`src/include/tele_cfg.svh`:
```
`ifndef TELE_CFG_SVH
`define TELE_CFG_SVH

// Telemetry buffer settings

// Records held between dumps
`define TELE_DEPTH 16

// Cycle stamp width, saturates at all-ones
`define TELE_TS_BITS 12

// UART timing in clock cycles per bit
`define TELE_BIT_CYCLES 8

`endif

```
`src/source/tele_pkg.sv`:
```
`include "tele_cfg.svh"

package tele_pkg;

  // Controller state bundle, sampled every cycle
  typedef struct packed {
    logic [4:0] fsm_state;
    logic [4:0] fsm_snext;
    logic [2:0] ddl_state;
    logic       cfg_rst_n;
    logic       cfg_run;
    logic       cfg_req;
    logic       cfg_ref;
    logic [2:0] cfg_cmd;
  } tele_snap_t;

  // One buffered record; stamp and snap give the 32-bit printed word
  typedef struct packed {
    logic                     eod;
    logic [`TELE_TS_BITS-1:0] stamp;
    tele_snap_t               snap;
  } tele_rec_t;

  // ASCII character beat towards the UART
  typedef struct packed {
    logic [7:0] data;
    logic       last;
  } tele_byte_t;

endpackage

```
`src/source/state_capture.sv`:
```
`timescale 1ns/100ps
`include "tele_cfg.svh"

module state_capture
  import tele_pkg::*;
(
  input  logic       clock,
  input  logic       arst_n,
  input  tele_snap_t state_i,
  input  logic       dump_req_i,
  output logic       rec_valid_o,
  input  logic       rec_ready_i,
  output tele_rec_t  rec_o
);

  localparam int DEPTH = `TELE_DEPTH;
  localparam int PTR_W = (DEPTH > 1) ? $clog2(DEPTH) : 1;
  localparam int CNT_W = $clog2(DEPTH + 1);

  tele_snap_t               last_q;
  logic [`TELE_TS_BITS-1:0] stamp_q;
  tele_rec_t                mem [DEPTH];
  logic [PTR_W-1:0]         rd_ptr_q;
  logic [PTR_W-1:0]         wr_ptr_q;
  logic [CNT_W-1:0]         count_q;
  logic                     eod_sent_q;

  logic full_w;
  logic empty_w;
  logic wr_en_w;
  logic rd_en_w;
  logic eod_fire_w;

  // Circular pointer step
  function automatic logic [PTR_W-1:0] ptr_inc(input logic [PTR_W-1:0] ptr);
    if (ptr == PTR_W'(DEPTH - 1)) begin
      return '0;
    end
    return ptr + 1'b1;
  endfunction

  assign full_w  = (count_q == CNT_W'(DEPTH));
  assign empty_w = (count_q == '0);

  // Capture only while no dump is requested
  assign wr_en_w = !dump_req_i && !full_w && (state_i != last_q);

  assign rec_valid_o = dump_req_i && !eod_sent_q;
  assign rd_en_w     = rec_valid_o && rec_ready_i && !empty_w;
  assign eod_fire_w  = rec_valid_o && rec_ready_i && empty_w;

  // Head record, or the end-of-dump marker once drained
  always_comb begin
    rec_o     = mem[rd_ptr_q];
    rec_o.eod = empty_w;
    if (empty_w) begin
      rec_o.stamp = '0;
      rec_o.snap  = '0;
    end
  end

  always_ff @(posedge clock) begin
    if (wr_en_w) begin
      mem[wr_ptr_q] <= '{eod: 1'b0, stamp: stamp_q, snap: state_i};
    end
  end

  always_ff @(posedge clock or negedge arst_n) begin
    if (!arst_n) begin
      last_q     <= '0;
      stamp_q    <= '0;
      rd_ptr_q   <= '0;
      wr_ptr_q   <= '0;
      count_q    <= '0;
      eod_sent_q <= 1'b0;
    end else begin
      // Cycles since the last recorded change
      if (wr_en_w) begin
        stamp_q <= '0;
      end else if (stamp_q != '1) begin
        stamp_q <= stamp_q + 1'b1;
      end

      if (wr_en_w) begin
        last_q   <= state_i;
        wr_ptr_q <= ptr_inc(wr_ptr_q);
        count_q  <= count_q + 1'b1;
      end else if (rd_en_w) begin
        rd_ptr_q <= ptr_inc(rd_ptr_q);
        count_q  <= count_q - 1'b1;
      end

      // One marker per request, re-armed when req drops
      if (!dump_req_i) begin
        eod_sent_q <= 1'b0;
      end else if (eod_fire_w) begin
        eod_sent_q <= 1'b1;
      end
    end
  end

  // A full buffer changes only by draining
  a_no_write_full: assert property (@(posedge clock) disable iff (!arst_n)
    full_w && !rd_en_w |=> $stable(wr_ptr_q) && full_w);

  // Offered record holds until it is taken
  a_rec_hold: assert property (@(posedge clock) disable iff (!arst_n)
    rec_valid_o && !rec_ready_i |=> rec_valid_o && $stable(rec_o));

endmodule

```
`src/source/hex_encoder.sv`:
```
`timescale 1ns/100ps

module hex_encoder
  import tele_pkg::*;
(
  input  logic       clock,
  input  logic       arst_n,
  input  logic       rec_valid_i,
  output logic       rec_ready_o,
  input  tele_rec_t  rec_i,
  output logic       byte_valid_o,
  input  logic       byte_ready_i,
  output tele_byte_t byte_o
);

  localparam logic [3:0] LF_STEP = 4'd8;

  logic        busy_q;
  tele_rec_t   rec_q;
  logic [3:0]  idx_q;
  logic [31:0] word_w;
  logic [3:0]  nib_w;
  logic        byte_fire_w;

  // Nibble to uppercase ASCII hex
  function automatic logic [7:0] hex_char(input logic [3:0] nib);
    if (nib < 4'd10) begin
      return 8'h30 + {4'h0, nib};
    end
    return 8'h37 + {4'h0, nib};
  endfunction

  assign rec_ready_o  = !busy_q;
  assign byte_valid_o = busy_q;
  assign byte_fire_w  = byte_valid_o && byte_ready_i;

  // Stamp then snapshot, most significant nibble first
  assign word_w = {rec_q.stamp, rec_q.snap};
  assign nib_w  = word_w[{3'd7 - idx_q[2:0], 2'b00} +: 4];

  always_comb begin
    byte_o.last = 1'b0;
    if (idx_q == LF_STEP) begin
      byte_o.data = 8'h0a;
      byte_o.last = rec_q.eod;
    end else if (rec_q.eod) begin
      byte_o.data = 8'h2e;
    end else begin
      byte_o.data = hex_char(nib_w);
    end
  end

  always_ff @(posedge clock) begin
    if (rec_valid_i && rec_ready_o) begin
      rec_q <= rec_i;
    end
  end

  always_ff @(posedge clock or negedge arst_n) begin
    if (!arst_n) begin
      busy_q <= 1'b0;
      idx_q  <= '0;
    end else if (!busy_q) begin
      if (rec_valid_i) begin
        busy_q <= 1'b1;
        idx_q  <= '0;
      end
    end else if (byte_fire_w) begin
      if (idx_q == LF_STEP) begin
        busy_q <= 1'b0;
      end else if (rec_q.eod) begin
        // Marker line is just "." then the line feed
        idx_q <= LF_STEP;
      end else begin
        idx_q <= idx_q + 1'b1;
      end
    end
  end

  // Dump ends on a line feed
  a_last_is_lf: assert property (@(posedge clock) disable iff (!arst_n)
    byte_valid_o && byte_o.last |-> byte_o.data == 8'h0a);

endmodule

```
`src/source/uart_tx.sv`:
```
`timescale 1ns/100ps
`include "tele_cfg.svh"

module uart_tx
  import tele_pkg::*;
(
  input  logic       clock,
  input  logic       arst_n,
  input  logic       byte_valid_i,
  output logic       byte_ready_o,
  input  tele_byte_t byte_i,
  input  logic       dump_req_i,
  output logic       dump_ack_o,
  output logic       uart_tx_o
);

  localparam int BIT_CYC = `TELE_BIT_CYCLES;
  localparam int DIV_W   = (BIT_CYC > 1) ? $clog2(BIT_CYC) : 1;

  logic [DIV_W-1:0] div_q;
  logic [9:0]       frame_q;
  logic [3:0]       bit_q;
  logic             busy_q;
  logic             last_q;
  logic             ack_q;

  logic load_w;
  logic bit_end_w;
  logic frame_end_w;

  assign byte_ready_o = !busy_q;
  assign load_w       = byte_valid_i && !busy_q;
  assign bit_end_w    = busy_q && (div_q == DIV_W'(BIT_CYC - 1));
  assign frame_end_w  = bit_end_w && (bit_q == 4'd9);

  // Line idles on the ones shifted in behind the frame
  assign uart_tx_o  = frame_q[0];
  assign dump_ack_o = ack_q;

  always_ff @(posedge clock or negedge arst_n) begin
    if (!arst_n) begin
      div_q   <= '0;
      frame_q <= '1;
      bit_q   <= '0;
      busy_q  <= 1'b0;
      last_q  <= 1'b0;
      ack_q   <= 1'b0;
    end else begin
      if (load_w) begin
        // Stop, data LSB first, start
        frame_q <= {1'b1, byte_i.data, 1'b0};
        busy_q  <= 1'b1;
        div_q   <= '0;
        bit_q   <= '0;
        last_q  <= byte_i.last;
      end else if (bit_end_w) begin
        frame_q <= {1'b1, frame_q[9:1]};
        div_q   <= '0;
        bit_q   <= bit_q + 1'b1;
        if (frame_end_w) begin
          busy_q <= 1'b0;
          last_q <= 1'b0;
        end
      end else if (busy_q) begin
        div_q <= div_q + 1'b1;
      end

      // Ack once the final stop bit is out, drop after req falls
      if (frame_end_w && last_q) begin
        ack_q <= 1'b1;
      end else if (!dump_req_i) begin
        ack_q <= 1'b0;
      end
    end
  end

  // Four-phase release: ack follows req down within one cycle
  a_ack_release: assert property (@(posedge clock) disable iff (!arst_n)
    !dump_req_i ##1 !dump_req_i |-> !dump_ack_o);

endmodule

```
`src/source/ddr3_tele_top.sv`:
```
`timescale 1ns/100ps

module ddr3_tele_top
  import tele_pkg::*;
(
  input  logic       clock,
  input  logic       arst_n,
  input  tele_snap_t state_i,
  input  logic       dump_req_i,
  output logic       dump_ack_o,
  output logic       uart_tx_o
);

  // Record stream, capture to encoder
  logic       rec_valid;
  logic       rec_ready;
  tele_rec_t  rec;

  // Character stream, encoder to UART
  logic       byte_valid;
  logic       byte_ready;
  tele_byte_t byte_beat;

  state_capture u_capture (
    .clock       (clock),
    .arst_n      (arst_n),
    .state_i     (state_i),
    .dump_req_i  (dump_req_i),
    .rec_valid_o (rec_valid),
    .rec_ready_i (rec_ready),
    .rec_o       (rec)
  );

  hex_encoder u_hex (
    .clock        (clock),
    .arst_n       (arst_n),
    .rec_valid_i  (rec_valid),
    .rec_ready_o  (rec_ready),
    .rec_i        (rec),
    .byte_valid_o (byte_valid),
    .byte_ready_i (byte_ready),
    .byte_o       (byte_beat)
  );

  uart_tx u_uart (
    .clock        (clock),
    .arst_n       (arst_n),
    .byte_valid_i (byte_valid),
    .byte_ready_o (byte_ready),
    .byte_i       (byte_beat),
    .dump_req_i   (dump_req_i),
    .dump_ack_o   (dump_ack_o),
    .uart_tx_o    (uart_tx_o)
  );

endmodule

```
`config.mk`:
```
export PLATFORM = sky130hd
export DESIGN_NAME = ddr3_tele_top
export DESIGN_NICKNAME = d
export VERILOG_FILES = /design/src/source/tele_pkg.sv /design/src/source/state_capture.sv /design/src/source/hex_encoder.sv /design/src/source/uart_tx.sv /design/src/source/ddr3_tele_top.sv
export VERILOG_INCLUDE_DIRS = /design/src /design/src/include
export SDC_FILE = /design/constraint.sdc
export NUM_CORES = 1
export LEC_CHECK = 0
export BUFFER_PORTS_ARGS = -buffer_cell sky130_fd_sc_hd__buf_2
export CORE_UTILIZATION = 49
export DETAILED_ROUTE_END_ITERATION = 8
export PLACE_DENSITY = 0.67
export SETUP_SLACK_MARGIN = 0.05
export SLEW_MARGIN = 30
export SYNTH_ARGS = -nofsm -noshare
export SYNTH_HDL_FRONTEND = slang
export SYNTH_SLANG_ARGS = --single-unit
```
`constraint.sdc`:
```
create_clock -name clock -period 5.05 [get_ports clock]
set_input_delay 1.01 -clock clock [delete_from_list [all_inputs] [get_ports clock]]
set_output_delay 1.01 -clock clock [all_outputs]
set_load 0.03 [all_outputs]
```
==> flow_metrics.py, run 1 <==
metrics = {
    "sta": {
        "finalHoldViolations": 0,
        "rsz0062_at_grt": "false",
        "period_needed_ps": 3544,
        "max_slew_margin_pct": 39.26,
        "fin_ws_ps": 1506,
        "tns_ps": 0,
        "fmax_mhz": 282.1,
        "slew_violations": 0,
        "hold_slack_ps": 309.3,
        "worst_pin_slew_ps": 911.2,
        "clock_skew_ps": 25.29,
        "setup_violations": 0,
        "post-route-period-util_pct": 70.18,
    },
    "routing": {
        "drc_errors": 0,
        "ant_nets": 0,
        "vias": 12610,
        "drtIter0Drc": 1111,
        "drt_pre_antenna_iters": 5,
        "finalWirelength_mm": 55.07,
        "wl_per_cell_um": 26.35,
        "viasPerCell": 6.035,
    },
    "placement": {
        "place_congestion": 0.7834,
        "io_buffers": 24,
        "dp_hpwl_mm": 31.86,
        "place_inst": 1978,
        "dp_worst_setup_slack_ps": 854.1,
        "placed_area_um2": 25570,
    },
    "global_route": {
        "antenna_found_initial": 3,
        "grt_pass1_vias": 12720,
        "met3_usage_pct": 5.059,
        "grt_max_degree": 56,
        "grt_util_met1_pct": 30.65,
        "grt_usage_pct": 22.32,
        "grt.busiest_layer": "met2",
        "met2_usage_pct": 35.29,
        "grt_overflow": 0,
        "grt_pass1_wl_mm": 81.90,
    },
    "floorplanning": {
        "die_area_um2": 50800,
        "start_util_pct": 49.85,
        "die_w_um": 225.4,
        "core_um2": 49050,
        "top_level_ports": 25,
        "core.rowCount": 81,
        "die_y_um": 225.4,
    },
    "synth": {
        "ys_types": 58,
        "yosys_most_used_dff": "edfxtp_1",
        "synth_nets": 1363,
        "synthCells": 1323,
        "async_reset_ff_share_pct": 11.38,
        "yosysTopAreaCellShare_pct": 66.93,
        "yosysTopAreaCell": "edfxtp_1",
        "synth_commonest_cells": "edfxtp_1 (545), mux2i_1 (130), nand2_1 (68)",
        "ys_seq_elements": 615,
        "yosysMostFrequentCell": "edfxtp_1",
        "avgSynthCellArea_um2": 18.48,
        "netlist_area_um2": 24450,
        "yosys_warnings": 0,
        "yosysSeqAreaShare_pct": 74.14,
        "synth_edf_count": 545,
        "ys_top_cells_by_area": "edfxtp_1 (67%), dfrtp_1 (6.2%), mux4_2 (6.2%)",
    },
    "run_status": {
        "status": "finished clean",
    },
    "clock_network": {
        "cts.clk_slew.worst_paths_ps": 60,
        "cts_resized": 0,
        "clock_tree.buffer_depth": 3,
        "worstSkewPairLatency_ps": 630,
        "root_buffer": "clkbuf_16",
        "cts_hold_buf": 0,
        "cts_buffers": 59,
        "cts_tree": "done",
        "post-cts-setup-buffer-count": 0,
        "numClockSinks": 615,
        "h-tree-depth": 2,
    },
    "pwr": {
        "p_sw_mw": 4.370,
        "internal-power_mw": 10.06,
        "p_sw_share_pct": 30.29,
        "seqPwrFrac_pct": 46.3,
        "clockPowerShare_pct": 28.8,
        "p_leak_nw": 9.291,
        "ir_drop_mv": 0.3604,
        "power_mw": 14.43,
        "power_frac_comb_pct": 24.9,
        "p_per_area_nw_per_um2": 526.7,
    },
    "flow_run": {
        "cap_violations": 0,
    },
    "critical_path": {
        "crit_fanout": 25,
        "rr_worst_depth": 5,
        "r2r_slack_ps": 1650,
        "r2r_end": "u_hex.rec_q[16]",
        "arrival_ps": 3850,
        "worstPathRequired_ps": 5360,
        "r2r-start": "u_capture.rd_ptr_q[1]",
        "worstSetupEndpointType": "flop",
        "start_kind": "primary input",
        "worstSetupPathType": "primary input to flop",
    },
    "finish": {
        "final_util_pct": 55.85,
        "instances_no_fill": 2090,
        "fin_area_um2": 27400,
        "syn_to_final_growth_pct": 12.04,
        "nets": 1415,
        "fillCellCount": 3722,
        "layout-drive-gt1-share_pct": 19.30,
    },
    "hold_path": {
        "hp-class": "primary input to asynchronous set/reset pin",
    },
}
worst max-delay path, cell delays in order:
cell	delay, ps
buf_2	270
xor2_1	120
nor4_1	440
nand3_1	200
o31ai_4	770
buf_4	500
nor4_4	150
buf_4	360
cell families (layout without fill, tap and decap cells):
logic type | Yosys count | in the layout | synth area share (%)
adder cells (fa/ha/maj) | 17 | 17 | 0.9006
AND/OR/NAND/NOR | 150 | 150 | 2.952
flip-flops | 615 | 615 | 74.14
multiplexers | 232 | 232 | 13.50
AO/OA/AOI/OAI | 191 | 191 | 5.777
XOR/XNOR | 35 | 35 | 1.254
other | 0 | 1 | 0
buffers and inverters | 83 | 185 | 1.474
layout make-up:
class,count,area (um^2),share of cell area [%]
Antenna cell,1,2.502,0.009134
Tap cell,664,830.8,3.033
Sequential cell,615,18140,66.21
Clock buffer,82,1614,5.891
Inverter,11,41.29,0.1507
Multi-Input combinational cell,625,6100,22.26
Clock inverter,29,203.9,0.7444
Timing Repair Buffer,63,465.4,1.699
sequential cells by signal (all words and copies together), names as in the netlist, 5 cells and up:
| register | count |
|---|---|
| u_uart.frame_q | 9 |
| u_capture.stamp_q | 12 |
| u_hex.rec_q | 33 |
| u_capture.count_q | 5 |
| u_capture.mem | 512 |
| u_capture.last_q | 20 |
cell usage in the layout, fill, tap and decap left out, types with 4 or more instances in the layout:
cell	synthesis	routed
a211oi_1	32	32
a21oi_1	10	10
and2_1	9	9
and3_4	0	4
buf_12	0	4
buf_2	27	23
buf_4	2	36
clkbuf_1	36	19
clkbuf_16	0	60
clkinv_1	0	10
clkinv_2	0	13
dfrtp_1	61	57
dfstp_2	9	9
edfxtp_1	545	545
ha_1	16	16
inv_1	11	11
mux2_1	4	4
mux2_2	24	24
mux2i_1	130	130
mux4_1	5	5
mux4_2	67	67
nand2_1	68	67
nand3_1	14	14
nand4_1	5	5
nor2_1	18	14
nor2_4	0	4
nor2b_1	5	4
nor4_1	6	4
o21ai_0	26	26
o221ai_1	64	64
o22ai_1	34	34
xnor2_1	17	17
xor2_1	18	18
power groups by stage:
stage	Combinational, mW	Sequential (mW)	Clock [mW]
after floorplan	2.61	6.48	0
after global placement	3.53	6.75	0
after global routing	3.86	6.73	4.42
final	3.59	6.68	4.16
after CTS	3.62	6.68	4.23
after detailed placement	3.61	6.78	0
per-layer routing:
metal,vias to the layer above,routed length [um]
met3,86,4219
met2,428,26130
met4,0,1443
met1,6609,23290
met5,-,0
li1,5490,-
how the worst max path moves through the flow:
stage	start	endpoint	slack, ps
after detailed placement	state_i[18]	u_capture.mem[2][2]	850
after CTS	state_i[6]	u_capture.mem[2][8]	1510
after global routing	state_i[18]	u_capture.mem[3][26]	1350
final	state_i[18]	u_capture.mem[3][8]	1510
after global placement	state_i[18]	u_capture.mem[2][1]	890
after floorplan	state_i[7]	u_capture.mem[0][0]	-470
Note: power is estimated with default switching activity, not from simulation.
==> inputs of run 2 (changes only) <==
clock period = 3.25 ns   (was 5.05 ns; I/O delays follow)
==> run 2 against run 1 <==
Clock skew increased by 5.4 ps. Register-to-register slack got worse by 1300 ps. Clock-buffer cell count increased by 7. Cell count increased by 3.2%. Via count increased by 2.2%. First-iteration DRC count increased by 15%. Wire length increased by 0.40%. Critical path depth increased by 2.
==> flow_metrics.py, run 2 (synthesis results as in run 1) <==
metrics = {
    "floorplanning": {
        "start_util_pct": 49.85,
        "die_y_um": 225.4,
        "die_w_um": 225.4,
        "top_level_ports": 25,
        "core_um2": 49050,
        "core.rowCount": 81,
        "die_area_um2": 50800,
    },
    "critical_path": {
        "crit_slowest_cell": "nor4_1",
        "cp_num_buf_inv": 1,
        "worstPathRequired_ps": 3730,
        "crit_fanout": 6,
        "worstSetupEndpointType": "flop",
        "r2r_end": "u_capture.count_q[3]",
        "crit_chain": "xor2_1 > nor4_1 > nand3_1 > o31ai_4 > buf_4 > ha_1 > a21o_1 > a21oi_1 > xnor2_1 > mux2_1",
        "rr_worst_depth": 10,
        "critical-path-top-delay-family": "simple AND/OR/NAND/NOR gates",
        "r2r_slack_ps": 350,
        "cpPeakStageDelay_ps": 540,
        "start_kind": "flop",
        "r2r-start": "u_capture.last_q[5]",
        "arrival_ps": 3380,
        "worstSetupPathType": "flop to flop",
    },
    "finish": {
        "diodes": 0,
        "max_flop_register": "u_capture.mem",
        "nets": 1479,
        "multi_input_area_um2": 6111,
        "fin_area_um2": 28450,
        "final_util_pct": 58.00,
        "top_regs": "u_capture.mem: 512 flops, u_hex.rec_q: 33 flops, u_capture.last_q: 20 flops",
        "layout-drive-gt1-share_pct": 22.91,
        "largest_register_ffs": 512,
        "seq_area_um2": 18140,
        "layout_commonest_cell": "edfxtp_1",
        "final_cell_mix": "edfxtp_1 (545), mux2i_1 (130), buf_4 (70)",
        "fillCellCount": 3591,
        "syn_to_final_growth_pct": 16.35,
    },
    "hold_path": {
        "worstHoldStart": "dump_req_i",
        "hold_end": "u_capture.eod_sent_q",
        "hold_path_depth": 2,
        "hp-class": "primary input to flop",
    },
    "global_route": {
        "met3_usage_pct": 3.833,
        "grt_pass1_wl_mm": 82.34,
        "grt_pass1_vias": 12770,
        "grt_util_met1_pct": 32.39,
        "grt_max_degree": 56,
        "grt_overflow": 0,
        "grt.busiest_layer": "met2",
        "grt_usage_pct": 22.50,
        "antenna_found_initial": 3,
        "met2_usage_pct": 34.75,
    },
    "clock_network": {
        "numClockSinks": 615,
        "h-tree-depth": 3,
        "root_buffer": "clkbuf_16",
        "cts_buffers": 66,
        "cts_resized": 0,
        "cts_tree": "done",
        "cts_hold_buf": 1,
        "cts.clk_slew.worst_paths_ps": 60,
        "clock_tree.buffer_depth": 3,
        "worstSkewPairLatency_ps": 610,
        "post-cts-setup-buffer-count": 0,
    },
    "flow_run": {
        "cap_violations": 0,
    },
    "pwr": {
        "p_per_area_nw_per_um2": 828.2,
        "ir_drop_mv": 0.4135,
        "p_leak_nw": 9.822,
    },
    "sta": {
        "hold_slack_ps": 315.1,
        "clock_skew_ps": 30.68,
        "fmax_mhz": 344.9,
        "post-route-period-util_pct": 89.22,
        "rsz0062_at_grt": "false",
        "fin_ws_ps": 350.3,
        "worst_pin_slew_ps": 896.5,
        "finalHoldViolations": 0,
        "max_slew_margin_pct": 40.24,
        "period_needed_ps": 2900,
        "slew_violations": 0,
        "setup_violations": 0,
    },
    "routing": {
        "drt_pre_antenna_iters": 5,
        "drc_errors": 0,
        "finalWirelength_mm": 55.29,
        "viasPerCell": 5.975,
        "drtIter0Drc": 1282,
        "ant_nets": 0,
        "vias": 12890,
        "wl_per_cell_um": 25.63,
    },
    "placement": {
        "dp_worst_setup_slack_ps": -51.20,
        "placed_area_um2": 26310,
        "place_congestion": 0.8283,
        "io_buffers": 24,
        "dp_hpwl_mm": 33.98,
    },
    "run_status": {
        "status": "finished clean",
    },
}
[run 2: layout make-up]
| type | instances | area share, % |
|---|---|---|
| sequential | 615 | 63.75 |
| multi-input combinational | 625 | 21.48 |
| clock buffer | 89 | 6.403 |
| timing repair buffer | 120 | 4.222 |
| tap | 664 | 2.920 |
| clock inverter | 33 | 1.082 |
| inverter | 11 | 0.1451 |
[run 2: worst max path at each step]
stage / startpoint / endpoint / slack [ps] / cells after the start
6_report: u_capture.last_q[5] / u_capture.count_q[3] / 350 / 10
3_3_place_gp: state_i[5] / u_capture.count_q[3] / -50 / 11
4_1_cts: u_capture.last_q[5] / u_capture.count_q[3] / 360 / 10
2_1_floorplan: state_i[7] / u_capture.mem[5][0] / -760 / 6
3_5_place_dp: state_i[5] / u_capture.count_q[3] / -50 / 11
5_1_grt: u_capture.last_q[5] / u_capture.count_q[4] / 240 / 11
[run 2: power by group]
part	internal (mW)	switching, mW
Combinational	2.63	3.41
Clock	4.29	3.03
Sequential	9.64	0.565
[run 2: metal layers]
metal / vias to the layer above / wire, um
met2: 464 / 26090
met5: - / 0
li1: 5643 / -
met1: 6695 / 24070
met3: 86 / 3751
met4: 0 / 1379
[run 2: stage by stage]
step,setup TNS (ps),instances,power [mW]
after floorplan,-56840,1323,14.17
after global placement,-81.98,2028,16.28
after detailed placement,-64.69,2034,16.44
after CTS,0,2157,23.73
after global routing,0,2157,24.48
final,0,2157,23.56
